**config.mk**
```make
export PLATFORM = sky130hd
export DESIGN_NAME = rvv_lite_backend
export DESIGN_NICKNAME = d
export VERILOG_FILES = /design/src/hw/rvv_lite_inst_pkg.sv /design/src/hw/rvv_lite_rob_pkg.sv /design/src/hw/rvv_lite_fifo.sv /design/src/hw/rvv_lite_decode.sv /design/src/hw/rvv_lite_alu.sv /design/src/hw/rvv_lite_rob.sv /design/src/hw/rvv_lite_vrf.sv /design/src/hw/rvv_lite_backend.sv
export VERILOG_INCLUDE_DIRS = /design/src /design/src/hw
export SDC_FILE = /design/constraint.sdc
export NUM_CORES = 2
export LEC_CHECK = 0
export ABC_CLOCK_PERIOD_IN_PS = 5110
export BUFFER_PORTS_ARGS = -buffer_cell sky130_fd_sc_hd__buf_4
export CAP_MARGIN = 10
export CORE_ASPECT_RATIO = 1.5
export CORE_MARGIN = 2
export CORE_UTILIZATION = 63
export CTS_CLUSTER_DIAMETER = 40
export DETAILED_ROUTE_END_ITERATION = 10
export PLACE_DENSITY_LB_ADDON = 0.08
export SYNTH_ARGS = -nofsm -noshare
export SYNTH_HDL_FRONTEND = slang
export SYNTH_SLANG_ARGS = --single-unit
```
**constraint.sdc**
```tcl
create_clock -name clk -period 5.11 [get_ports clk]
set_input_delay 1.022 -clock clk [delete_from_list [all_inputs] [get_ports clk]]
set_output_delay 1.022 -clock clk [all_outputs]
set_load 0.05 [all_outputs]
```
**src/hw/rvv_lite_settings.svh**
```systemverilog
`ifndef RVV_LITE_SETTINGS_SVH
`define RVV_LITE_SETTINGS_SVH

// Element and register shape
`define RVV_ELEN       8
`define RVV_NUM_ELEM   4
`define RVV_VLEN       32

// Register file size
`define RVV_NUM_VREG   8
`define RVV_VREG_W     3

// Queue depths
`define RVV_CQ_DEPTH   4
`define RVV_UQ_DEPTH   4

// Reorder buffer
`define RVV_ROB_DEPTH  4
`define RVV_ROB_TAG_W  2

`endif

```
**src/hw/rvv_lite_inst_pkg.sv**
```systemverilog
`default_nettype none

`include "rvv_lite_settings.svh"

package rvv_lite_inst_pkg;

  // Vector opcodes handled by the backend
  typedef enum logic [1:0] {
    VOP_ADD   = 2'd0,
    VOP_SUB   = 2'd1,
    VOP_SADDU = 2'd2,
    VOP_MVX   = 2'd3
  } vop_e;

  // Instruction as pushed by the scalar core
  typedef struct packed {
    vop_e                   opcode;
    logic [`RVV_VREG_W-1:0] vd;
    logic [`RVV_VREG_W-1:0] vs1;
    logic [`RVV_VREG_W-1:0] vs2;
    logic [`RVV_ELEN-1:0]   scalar;
    // Register group of two
    logic                   lmul2;
  } vinst_t;

  // One micro-op, a single register wide
  typedef struct packed {
    vop_e                   opcode;
    logic [`RVV_VREG_W-1:0] vd;
    logic [`RVV_VREG_W-1:0] vs1;
    logic [`RVV_VREG_W-1:0] vs2;
    logic [`RVV_ELEN-1:0]   scalar;
    logic                   last_uop;
  } vuop_t;

endpackage

`default_nettype wire

```
**src/hw/rvv_lite_rob_pkg.sv**
```systemverilog
`default_nettype none

`include "rvv_lite_settings.svh"

package rvv_lite_rob_pkg;

  typedef logic [`RVV_ROB_TAG_W-1:0] rob_tag_t;

  // One reorder buffer slot
  typedef struct packed {
    logic                   valid;
    // Result written back, ready to retire
    logic                   done;
    logic [`RVV_VREG_W-1:0] vd;
    logic [`RVV_VLEN-1:0]   data;
    logic                   last_uop;
    logic                   vxsat;
  } rob_entry_t;

endpackage

`default_nettype wire

```
**src/hw/rvv_lite_fifo.sv**
```systemverilog
`default_nettype none

module rvv_lite_fifo import rvv_lite_inst_pkg::*; #(
  parameter type T     = vinst_t,
  parameter int  DEPTH = 4
) (
  input  wire  clk,
  input  wire  rst_n,
  input  wire  push_i,
  input  wire  T push_data_i,
  input  wire  pop_i,
  output T     pop_data_o,
  output logic full_o,
  output logic empty_o
);

  localparam int AW = $clog2(DEPTH);
  localparam int CW = $clog2(DEPTH + 1);

  T            mem [DEPTH];
  logic [AW-1:0] wr_ptr;
  logic [AW-1:0] rd_ptr;
  logic [CW-1:0] count;

  function automatic logic [AW-1:0] next_ptr(input logic [AW-1:0] ptr);
    return (ptr == AW'(DEPTH - 1)) ? '0 : ptr + 1'b1;
  endfunction

  // Head is always visible on the output
  assign pop_data_o = mem[rd_ptr];
  assign full_o     = (count == CW'(DEPTH));
  assign empty_o    = (count == '0);

  always_ff @(posedge clk) begin
    if (push_i) begin
      mem[wr_ptr] <= push_data_i;
    end
  end

  always_ff @(posedge clk or negedge rst_n) begin
    if (!rst_n) begin
      wr_ptr <= '0;
      rd_ptr <= '0;
      count  <= '0;
    end else begin
      if (push_i) begin
        wr_ptr <= next_ptr(wr_ptr);
      end
      if (pop_i) begin
        rd_ptr <= next_ptr(rd_ptr);
      end
      if (push_i && !pop_i) begin
        count <= count + 1'b1;
      end else if (pop_i && !push_i) begin
        count <= count - 1'b1;
      end
    end
  end

  // Callers must respect the flags
  assert property (@(posedge clk) disable iff (!rst_n) push_i |-> !full_o)
    else $error("push into full FIFO");
  assert property (@(posedge clk) disable iff (!rst_n) pop_i |-> !empty_o)
    else $error("pop from empty FIFO");

endmodule

`default_nettype wire

```
**src/hw/rvv_lite_decode.sv**
```systemverilog
`default_nettype none

`include "rvv_lite_settings.svh"

module rvv_lite_decode import rvv_lite_inst_pkg::*; (
  input  wire    clk,
  input  wire    rst_n,
  input  wire    cq_empty_i,
  input  wire    vinst_t cq_inst_i,
  output logic   cq_pop_o,
  input  wire    uq_full_i,
  output logic   uq_push_o,
  output vuop_t  uq_uop_o
);

  // Set while the upper half of a register group is pending
  logic                   second_half;
  logic [`RVV_VREG_W-1:0] offset;

  assign offset    = {{(`RVV_VREG_W - 1){1'b0}}, second_half};
  assign uq_push_o = !cq_empty_i && !uq_full_i;
  // Instruction leaves the queue with its last micro-op
  assign cq_pop_o  = uq_push_o && (!cq_inst_i.lmul2 || second_half);

  always_comb begin
    uq_uop_o.opcode   = cq_inst_i.opcode;
    uq_uop_o.vd       = cq_inst_i.vd + offset;
    uq_uop_o.vs1      = cq_inst_i.vs1 + offset;
    uq_uop_o.vs2      = cq_inst_i.vs2 + offset;
    uq_uop_o.scalar   = cq_inst_i.scalar;
    uq_uop_o.last_uop = !cq_inst_i.lmul2 || second_half;
  end

  always_ff @(posedge clk or negedge rst_n) begin
    if (!rst_n) begin
      second_half <= 1'b0;
    end else if (uq_push_o) begin
      second_half <= cq_inst_i.lmul2 && !second_half;
    end
  end

  // Group instruction stays at the queue head until its second half goes out
  assert property (@(posedge clk) disable iff (!rst_n)
    second_half |-> !cq_empty_i && cq_inst_i.lmul2)
    else $error("instruction popped before its last micro-op");

endmodule

`default_nettype wire

```
**src/hw/rvv_lite_alu.sv**
```systemverilog
`default_nettype none

`include "rvv_lite_settings.svh"

module rvv_lite_alu import rvv_lite_inst_pkg::*; import rvv_lite_rob_pkg::*; (
  input  wire                          clk,
  input  wire                          rst_n,
  input  wire                          uq_empty_i,
  input  wire vuop_t                   uq_uop_i,
  output logic                         uq_pop_o,
  input  wire                          rob_full_i,
  input  wire [`RVV_NUM_VREG-1:0]      rob_busy_vreg_i,
  output logic                         alloc_valid_o,
  output logic [`RVV_VREG_W-1:0]       alloc_vd_o,
  output logic                         alloc_last_o,
  input  wire rob_tag_t                alloc_tag_i,
  output logic [`RVV_VREG_W-1:0]       vs1_addr_o,
  output logic [`RVV_VREG_W-1:0]       vs2_addr_o,
  input  wire [`RVV_VLEN-1:0]          vs1_data_i,
  input  wire [`RVV_VLEN-1:0]          vs2_data_i,
  output logic                         wb_valid_o,
  output rob_tag_t                     wb_tag_o,
  output logic [`RVV_VLEN-1:0]         wb_data_o,
  output logic                         wb_vxsat_o
);

  logic                 is_sat;
  logic                 issue;
  logic [`RVV_ELEN:0]   elem_sum [`RVV_NUM_ELEM];
  logic [`RVV_VLEN-1:0] res_data;
  logic                 res_vxsat;

  // One-cycle result stage
  logic                 one_valid;
  rob_tag_t             one_tag;
  logic [`RVV_VLEN-1:0] one_data;

  // Two-cycle pipe for saturating adds
  logic [1:0]           sat_valid;
  rob_tag_t             sat_tag   [2];
  logic [`RVV_VLEN-1:0] sat_data  [2];
  logic                 sat_vxsat [2];

  assign is_sat     = (uq_uop_i.opcode == VOP_SADDU);
  assign vs1_addr_o = uq_uop_i.vs1;
  assign vs2_addr_o = uq_uop_i.vs2;

  // A one-cycle op would meet the saturating op already in flight
  assign issue = !uq_empty_i && !rob_full_i &&
                 !rob_busy_vreg_i[uq_uop_i.vs1] && !rob_busy_vreg_i[uq_uop_i.vs2] &&
                 !(!is_sat && sat_valid[0]);

  assign uq_pop_o      = issue;
  assign alloc_valid_o = issue;
  assign alloc_vd_o    = uq_uop_i.vd;
  assign alloc_last_o  = uq_uop_i.last_uop;

  // Element ops, vs2 is the first operand as in RVV
  always_comb begin
    res_data  = '0;
    res_vxsat = 1'b0;
    for (int i = 0; i < `RVV_NUM_ELEM; i++) begin
      elem_sum[i] = {1'b0, vs2_data_i[i*`RVV_ELEN +: `RVV_ELEN]} +
                    {1'b0, vs1_data_i[i*`RVV_ELEN +: `RVV_ELEN]};
      case (uq_uop_i.opcode)
        VOP_ADD: res_data[i*`RVV_ELEN +: `RVV_ELEN] = elem_sum[i][`RVV_ELEN-1:0];
        VOP_SUB: res_data[i*`RVV_ELEN +: `RVV_ELEN] =
          vs2_data_i[i*`RVV_ELEN +: `RVV_ELEN] - vs1_data_i[i*`RVV_ELEN +: `RVV_ELEN];
        VOP_SADDU: begin
          res_data[i*`RVV_ELEN +: `RVV_ELEN] =
            elem_sum[i][`RVV_ELEN] ? '1 : elem_sum[i][`RVV_ELEN-1:0];
          res_vxsat = res_vxsat | elem_sum[i][`RVV_ELEN];
        end
        default: res_data[i*`RVV_ELEN +: `RVV_ELEN] = uq_uop_i.scalar;
      endcase
    end
  end

  always_ff @(posedge clk or negedge rst_n) begin
    if (!rst_n) begin
      one_valid <= 1'b0;
      sat_valid <= 2'b00;
    end else begin
      one_valid <= issue && !is_sat;
      sat_valid <= {sat_valid[0], issue && is_sat};
    end
  end

  always_ff @(posedge clk) begin
    if (issue && !is_sat) begin
      one_tag  <= alloc_tag_i;
      one_data <= res_data;
    end
    if (issue && is_sat) begin
      sat_tag[0]   <= alloc_tag_i;
      sat_data[0]  <= res_data;
      sat_vxsat[0] <= res_vxsat;
    end
    sat_tag[1]   <= sat_tag[0];
    sat_data[1]  <= sat_data[0];
    sat_vxsat[1] <= sat_vxsat[0];
  end

  assign wb_valid_o = one_valid || sat_valid[1];
  assign wb_tag_o   = sat_valid[1] ? sat_tag[1] : one_tag;
  assign wb_data_o  = sat_valid[1] ? sat_data[1] : one_data;
  assign wb_vxsat_o = sat_valid[1] && sat_vxsat[1];

  // Issue hold keeps the writeback port free of conflicts
  assert property (@(posedge clk) disable iff (!rst_n) !(one_valid && sat_valid[1]))
    else $error("two writebacks in one cycle");

endmodule

`default_nettype wire

```
**src/hw/rvv_lite_rob.sv**
```systemverilog
`default_nettype none

`include "rvv_lite_settings.svh"

module rvv_lite_rob import rvv_lite_rob_pkg::*; (
  input  wire                        clk,
  input  wire                        rst_n,
  input  wire                        alloc_valid_i,
  input  wire [`RVV_VREG_W-1:0]      alloc_vd_i,
  input  wire                        alloc_last_i,
  output rob_tag_t                   alloc_tag_o,
  output logic                       full_o,
  output logic [`RVV_NUM_VREG-1:0]   busy_vreg_o,
  input  wire                        wb_valid_i,
  input  wire rob_tag_t              wb_tag_i,
  input  wire [`RVV_VLEN-1:0]        wb_data_i,
  input  wire                        wb_vxsat_i,
  output logic                       rt_valid_o,
  input  wire                        rt_ready_i,
  output logic [`RVV_VREG_W-1:0]     rt_vd_o,
  output logic [`RVV_VLEN-1:0]       rt_data_o,
  output logic                       rt_last_o,
  output logic                       rt_vxsat_o,
  output logic                       vrf_we_o
);

  rob_entry_t                 entries [`RVV_ROB_DEPTH];
  rob_tag_t                   head;
  rob_tag_t                   tail;
  logic [`RVV_ROB_TAG_W:0]    count;
  logic                       retire;

  assign alloc_tag_o = tail;
  assign full_o      = (count == `RVV_ROB_DEPTH);

  // Head entry drives the retire port
  assign rt_valid_o = entries[head].valid && entries[head].done;
  assign rt_vd_o    = entries[head].vd;
  assign rt_data_o  = entries[head].data;
  assign rt_last_o  = entries[head].last_uop;
  assign rt_vxsat_o = entries[head].vxsat;
  assign retire     = rt_valid_o && rt_ready_i;
  assign vrf_we_o   = retire;

  // Destinations not yet in the register file
  always_comb begin
    busy_vreg_o = '0;
    for (int i = 0; i < `RVV_ROB_DEPTH; i++) begin
      if (entries[i].valid) begin
        busy_vreg_o[entries[i].vd] = 1'b1;
      end
    end
  end

  always_ff @(posedge clk or negedge rst_n) begin
    if (!rst_n) begin
      entries <= '{default: '0};
      head    <= '0;
      tail    <= '0;
      count   <= '0;
    end else begin
      if (alloc_valid_i) begin
        entries[tail] <= '{valid: 1'b1, done: 1'b0, vd: alloc_vd_i, data: '0,
                           last_uop: alloc_last_i, vxsat: 1'b0};
        tail <= tail + 1'b1;
      end
      // Writeback may land in any order
      if (wb_valid_i) begin
        entries[wb_tag_i].done  <= 1'b1;
        entries[wb_tag_i].data  <= wb_data_i;
        entries[wb_tag_i].vxsat <= wb_vxsat_i;
      end
      if (retire) begin
        entries[head].valid <= 1'b0;
        head <= head + 1'b1;
      end
      if (alloc_valid_i && !retire) begin
        count <= count + 1'b1;
      end else if (retire && !alloc_valid_i) begin
        count <= count - 1'b1;
      end
    end
  end

  assert property (@(posedge clk) disable iff (!rst_n)
    wb_valid_i |-> entries[wb_tag_i].valid && !entries[wb_tag_i].done)
    else $error("writeback to a free or finished entry");
  assert property (@(posedge clk) disable iff (!rst_n) alloc_valid_i |-> !full_o)
    else $error("allocation into full ROB");

endmodule

`default_nettype wire

```
**src/hw/rvv_lite_vrf.sv**
```systemverilog
`default_nettype none

`include "rvv_lite_settings.svh"

module rvv_lite_vrf (
  input  wire                     clk,
  input  wire                     rst_n,
  input  wire [`RVV_VREG_W-1:0]   rd1_addr_i,
  output logic [`RVV_VLEN-1:0]    rd1_data_o,
  input  wire [`RVV_VREG_W-1:0]   rd2_addr_i,
  output logic [`RVV_VLEN-1:0]    rd2_data_o,
  input  wire [`RVV_VREG_W-1:0]   rd3_addr_i,
  output logic [`RVV_VLEN-1:0]    rd3_data_o,
  input  wire                     we_i,
  input  wire [`RVV_VREG_W-1:0]   waddr_i,
  input  wire [`RVV_VLEN-1:0]     wdata_i
);

  logic [`RVV_VLEN-1:0] regs [`RVV_NUM_VREG];

  // Combinational reads, no bypass of the write in flight
  assign rd1_data_o = regs[rd1_addr_i];
  assign rd2_data_o = regs[rd2_addr_i];
  assign rd3_data_o = regs[rd3_addr_i];

  always_ff @(posedge clk or negedge rst_n) begin
    if (!rst_n) begin
      regs <= '{default: '0};
    end else if (we_i) begin
      regs[waddr_i] <= wdata_i;
    end
  end

endmodule

`default_nettype wire

```
**src/hw/rvv_lite_backend.sv**
```systemverilog
`default_nettype none

`include "rvv_lite_settings.svh"

module rvv_lite_backend import rvv_lite_inst_pkg::*; import rvv_lite_rob_pkg::*; (
  input  wire                      clk,
  input  wire                      rst_n,
  // Instruction input
  input  wire                      inst_valid_i,
  output logic                     inst_ready_o,
  input  wire vop_e                inst_op_i,
  input  wire [`RVV_VREG_W-1:0]    inst_vd_i,
  input  wire [`RVV_VREG_W-1:0]    inst_vs1_i,
  input  wire [`RVV_VREG_W-1:0]    inst_vs2_i,
  input  wire [`RVV_ELEN-1:0]      inst_scalar_i,
  input  wire                      inst_lmul2_i,
  // Retire output
  output logic                     rt_valid_o,
  input  wire                      rt_ready_i,
  output logic [`RVV_VREG_W-1:0]   rt_vd_o,
  output logic [`RVV_VLEN-1:0]     rt_data_o,
  output logic                     rt_last_o,
  output logic                     rt_vxsat_o,
  // Test read port
  input  wire [`RVV_VREG_W-1:0]    test_raddr_i,
  output logic [`RVV_VLEN-1:0]     test_rdata_o
);

  vinst_t                   cq_in;
  vinst_t                   cq_inst;
  logic                     cq_full;
  logic                     cq_empty;
  logic                     cq_pop;
  vuop_t                    uq_in;
  vuop_t                    uq_uop;
  logic                     uq_push;
  logic                     uq_full;
  logic                     uq_empty;
  logic                     uq_pop;
  logic                     rob_full;
  logic [`RVV_NUM_VREG-1:0] rob_busy;
  logic                     alloc_valid;
  logic [`RVV_VREG_W-1:0]   alloc_vd;
  logic                     alloc_last;
  rob_tag_t                 alloc_tag;
  logic [`RVV_VREG_W-1:0]   vs1_addr;
  logic [`RVV_VREG_W-1:0]   vs2_addr;
  logic [`RVV_VLEN-1:0]     vs1_data;
  logic [`RVV_VLEN-1:0]     vs2_data;
  logic                     wb_valid;
  rob_tag_t                 wb_tag;
  logic [`RVV_VLEN-1:0]     wb_data;
  logic                     wb_vxsat;
  logic                     vrf_we;

  assign inst_ready_o = !cq_full;
  assign cq_in = '{opcode: inst_op_i, vd: inst_vd_i, vs1: inst_vs1_i, vs2: inst_vs2_i,
                   scalar: inst_scalar_i, lmul2: inst_lmul2_i};

  rvv_lite_fifo #(.T(vinst_t), .DEPTH(`RVV_CQ_DEPTH)) u_command_queue (
    .clk, .rst_n,
    .push_i(inst_valid_i && inst_ready_o), .push_data_i(cq_in),
    .pop_i(cq_pop), .pop_data_o(cq_inst),
    .full_o(cq_full), .empty_o(cq_empty)
  );

  rvv_lite_decode u_decode (
    .clk, .rst_n,
    .cq_empty_i(cq_empty), .cq_inst_i(cq_inst), .cq_pop_o(cq_pop),
    .uq_full_i(uq_full), .uq_push_o(uq_push), .uq_uop_o(uq_in)
  );

  rvv_lite_fifo #(.T(vuop_t), .DEPTH(`RVV_UQ_DEPTH)) u_uop_queue (
    .clk, .rst_n,
    .push_i(uq_push), .push_data_i(uq_in),
    .pop_i(uq_pop), .pop_data_o(uq_uop),
    .full_o(uq_full), .empty_o(uq_empty)
  );

  rvv_lite_alu u_alu (
    .clk, .rst_n,
    .uq_empty_i(uq_empty), .uq_uop_i(uq_uop), .uq_pop_o(uq_pop),
    .rob_full_i(rob_full), .rob_busy_vreg_i(rob_busy),
    .alloc_valid_o(alloc_valid), .alloc_vd_o(alloc_vd), .alloc_last_o(alloc_last),
    .alloc_tag_i(alloc_tag),
    .vs1_addr_o(vs1_addr), .vs2_addr_o(vs2_addr),
    .vs1_data_i(vs1_data), .vs2_data_i(vs2_data),
    .wb_valid_o(wb_valid), .wb_tag_o(wb_tag), .wb_data_o(wb_data), .wb_vxsat_o(wb_vxsat)
  );

  rvv_lite_rob u_rob (
    .clk, .rst_n,
    .alloc_valid_i(alloc_valid), .alloc_vd_i(alloc_vd), .alloc_last_i(alloc_last),
    .alloc_tag_o(alloc_tag), .full_o(rob_full), .busy_vreg_o(rob_busy),
    .wb_valid_i(wb_valid), .wb_tag_i(wb_tag), .wb_data_i(wb_data), .wb_vxsat_i(wb_vxsat),
    .rt_valid_o, .rt_ready_i, .rt_vd_o, .rt_data_o, .rt_last_o, .rt_vxsat_o,
    .vrf_we_o(vrf_we)
  );

  rvv_lite_vrf u_vrf (
    .clk, .rst_n,
    .rd1_addr_i(vs1_addr), .rd1_data_o(vs1_data),
    .rd2_addr_i(vs2_addr), .rd2_data_o(vs2_data),
    .rd3_addr_i(test_raddr_i), .rd3_data_o(test_rdata_o),
    .we_i(vrf_we), .waddr_i(rt_vd_o), .wdata_i(rt_data_o)
  );

endmodule

`default_nettype wire

```
==> metrics <==
launch point of the worst path u_uop_queue.rd_ptr[0]$_DFFE_PN0N_; FF-to-FF End u_alu.sat_data[0][14]$_DFFE_PP_; Hold Buf Count CTS 0; CTS resizes 0; max-slew violation count 0; Least-Margin Pin Slew roughly 1.1 ns; most common cell after layout, fill and taps aside dfrtp_1; # rows between 100 and 150; Fin. Hold Viols 0; TritonCTS Buffers 79; nets@finish 2,683; pin count of the biggest net entering global routing 121; Clock Pin Slew Worst Setup and Hold Paths roughly 0.060 ns; hold endpoint u_alu.sat_data[0][58]$_DFF_P_; cells on worst reg2reg path 14; DR iter-0 viols between 1,500 and 2,000; Clock Root Buffer clkbuf_16; type of the worst min-delay path register to register; largest fanout on the critical path 63; Netlist Area Pre-Place about 36,000 um^2; Core ar. about 56,000 um^2; Max Clk Rate slightly above 0.2 GHz; Worst Hold Depth 0; skew final ~0.022 ns; r2r startpoint u_uop_queue.rd_ptr[0]$_DFFE_PN0N_; FF-to-FF setup slack 0.30 ns; initial core utilization a little under two thirds; initial antenna violation count 0; total number of yosys warnings 0; share of layout cells above drive strength 1 35.2%; crit path time final between 4 and 5 ns; vias in the first global route around 24,000; die area approximately 59,000 um^2; Mapped Cells ~2,500; Setup Viol. Count Final 0; DRT Pass-1 Iters 6; I/O pin count 98; post-CTS setup buffer count 0; fin crit share a little over nine tenths; relative slew slack between 20% and 30%; CTS tree done; Post-synth EDFFs approximately 230; Main synth FF type dfrtp_1; CP Data Required Time roughly 5.4 ns; GR Util All Layers roughly a third; gr ovfl total 0; routed length per instance between 20 and 30 um; Seq/Total Area, Yosys between 50% and 60%; # DRC 0; Die Height around 300 um; Antenna Violating Nets Remaining 0; Die Wd slightly below 200 um; CP Class register to register; post-layout util 71.3%; cell area after layout 39,800 um^2; DR vias/cell about 6.8; Clock Latency Late Sink 0.63 ns; clock sinks 701; min-delay src u_alu.sat_data[0][26]$_DFFE_PP_; H-tree Lvls 3; Max-Cap Viols 0; worst slack, placed 0.375 ns; PortBufs 97; Mapped Nets roughly 2,600; RSZ-0062 raised after global routing no; clk buf depth 3; commonest non-fill, non-tap cells in the layout dfrtp_1, mux2_2, nand2_1; PnR worst setup slack 0.298 ns; Via Count about 23,000; Fin Setup TNS 0 ns; async set or reset register ratio after synthesis 62.3%; CP Launch Type register; first-pass GRT wire length about 140 mm; DP HPWL just over 60 mm; RePlAce Congestion roughly 0.92; area post-placement about 37,000 um^2; DRT Wirelength between 90 and 100 mm; # diodes 0; Layout area overhead 11.5%; Avg Inst Size Synth between 10 and 15 um^2; crit end category register; Distinct cells, synth between 60 and 70; crit path DAT 5.14 ns; status finished clean; post-synthesis register bit count between 700 and 800
-- registers in the layout, indices dropped and copies added, names as in the netlist, 3 cells and up --
| register | cells |
|---|---|
| u_alu.sat_tag | 4 |
| u_uop_queue.count | 3 |
| u_command_queue.mem | 80 |
| u_command_queue.count | 3 |
| u_uop_queue.mem | 80 |
| u_rob.count | 3 |
| u_vrf.regs | 256 |
| u_alu.sat_data | 64 |
| u_alu.one_data | 32 |
| u_rob.entries | 156 |
-- metal layers --
layer	GRT usage [%]	up-vias	wire length, um	share of wire, %
met2	54.9	1057	46300	51
met3	5.00	217	6400	7.0
li1	-	9697	-	-
met1	42.0	12000	34900	38
met4	12.5	0	3300	3.6
met5	0	-	0	0
-- layout make-up --
type / count / area (um^2)
flip-flops and latches: 701 / 18500
clock buffers: 103 / 2130
multi-input cells: 1540 / 16200
fillers: 3686 / 16000
well taps: 756 / 946
clock inverters: 45 / 375
repair buffers: 161 / 1390
inverters: 75 / 282
-- stage by stage --
| stage | instances | hold WS, ns |
|---|---|---|
| global placement | 3233 | 0.324 |
| finish | 3381 | 0.338 |
| floorplan | 2481 | 0.323 |
| detailed placement | 3233 | 0.327 |
| CTS | 3381 | 0.337 |
| global route | 3381 | 0.348 |
-- Yosys cell counts, types with 30 or more instances --
library cell | instances | area share, %
o21ai_0 | 37 | 0.52
nand2_1 | 277 | 2.9
inv_1 | 74 | 0.78
edfxtp_1 | 229 | 19
clkbuf_1 | 87 | 0.92
dfrtp_1 | 437 | 31
mux2i_1 | 36 | 1.0
ha_1 | 87 | 3.1
nor2_1 | 48 | 0.50
mux4_2 | 270 | 17
a21oi_1 | 38 | 0.53
mux2_2 | 332 | 10
dfxtp_1 | 35 | 2.0
o22ai_1 | 147 | 2.6
buf_1 | 30 | 0.32
-- how the worst max path moves through the flow --
stage                                       to  depth (start not counted)  slack, ns
4_1_cts           u_alu.one_data[14]$_DFFE_PP_                         14       0.35
3_3_place_gp      u_alu.one_data[23]$_DFFE_PP_                         13       0.49
6_report       u_alu.sat_data[0][14]$_DFFE_PP_                         14       0.30
5_1_grt           u_alu.one_data[14]$_DFFE_PP_                         14       0.09
3_5_place_dp   u_alu.sat_data[0][14]$_DFFE_PP_                         14       0.37
2_1_floorplan      u_alu.one_data[6]$_DFFE_PP_                         17       0.46
-- worst max-delay path, cell delays in order, from the launching register on --
cell     delay, ns
dfrtp_1       0.47
mux4_4        0.76
buf_12        0.31
mux4_2        0.50
nand2_1       0.08
nand2_1       0.08
ha_1          0.24
fa_1          0.48
a21o_1        0.18
a21o_1        0.20
a21oi_1       0.15
nor2b_1       0.08
o41a_1        0.43
o21ai_0       0.31
a31oi_1       0.18
-- logic make-up after synthesis --
family,count (synthesis),synth area share (%)
and+or+nand+nor,408,4.85
DFF,701,51.9
buffers and inverters,240,3.02
muxes,649,29.0
AOI/OAI and AO/OA,368,7.17
adders and majority gates,98,3.67
xor gates and xnor gates,17,0.417
Power is left out: the tool's default activity adds up to more than one toggle a clock period on the data nets, which glitch-free logic cannot reach.
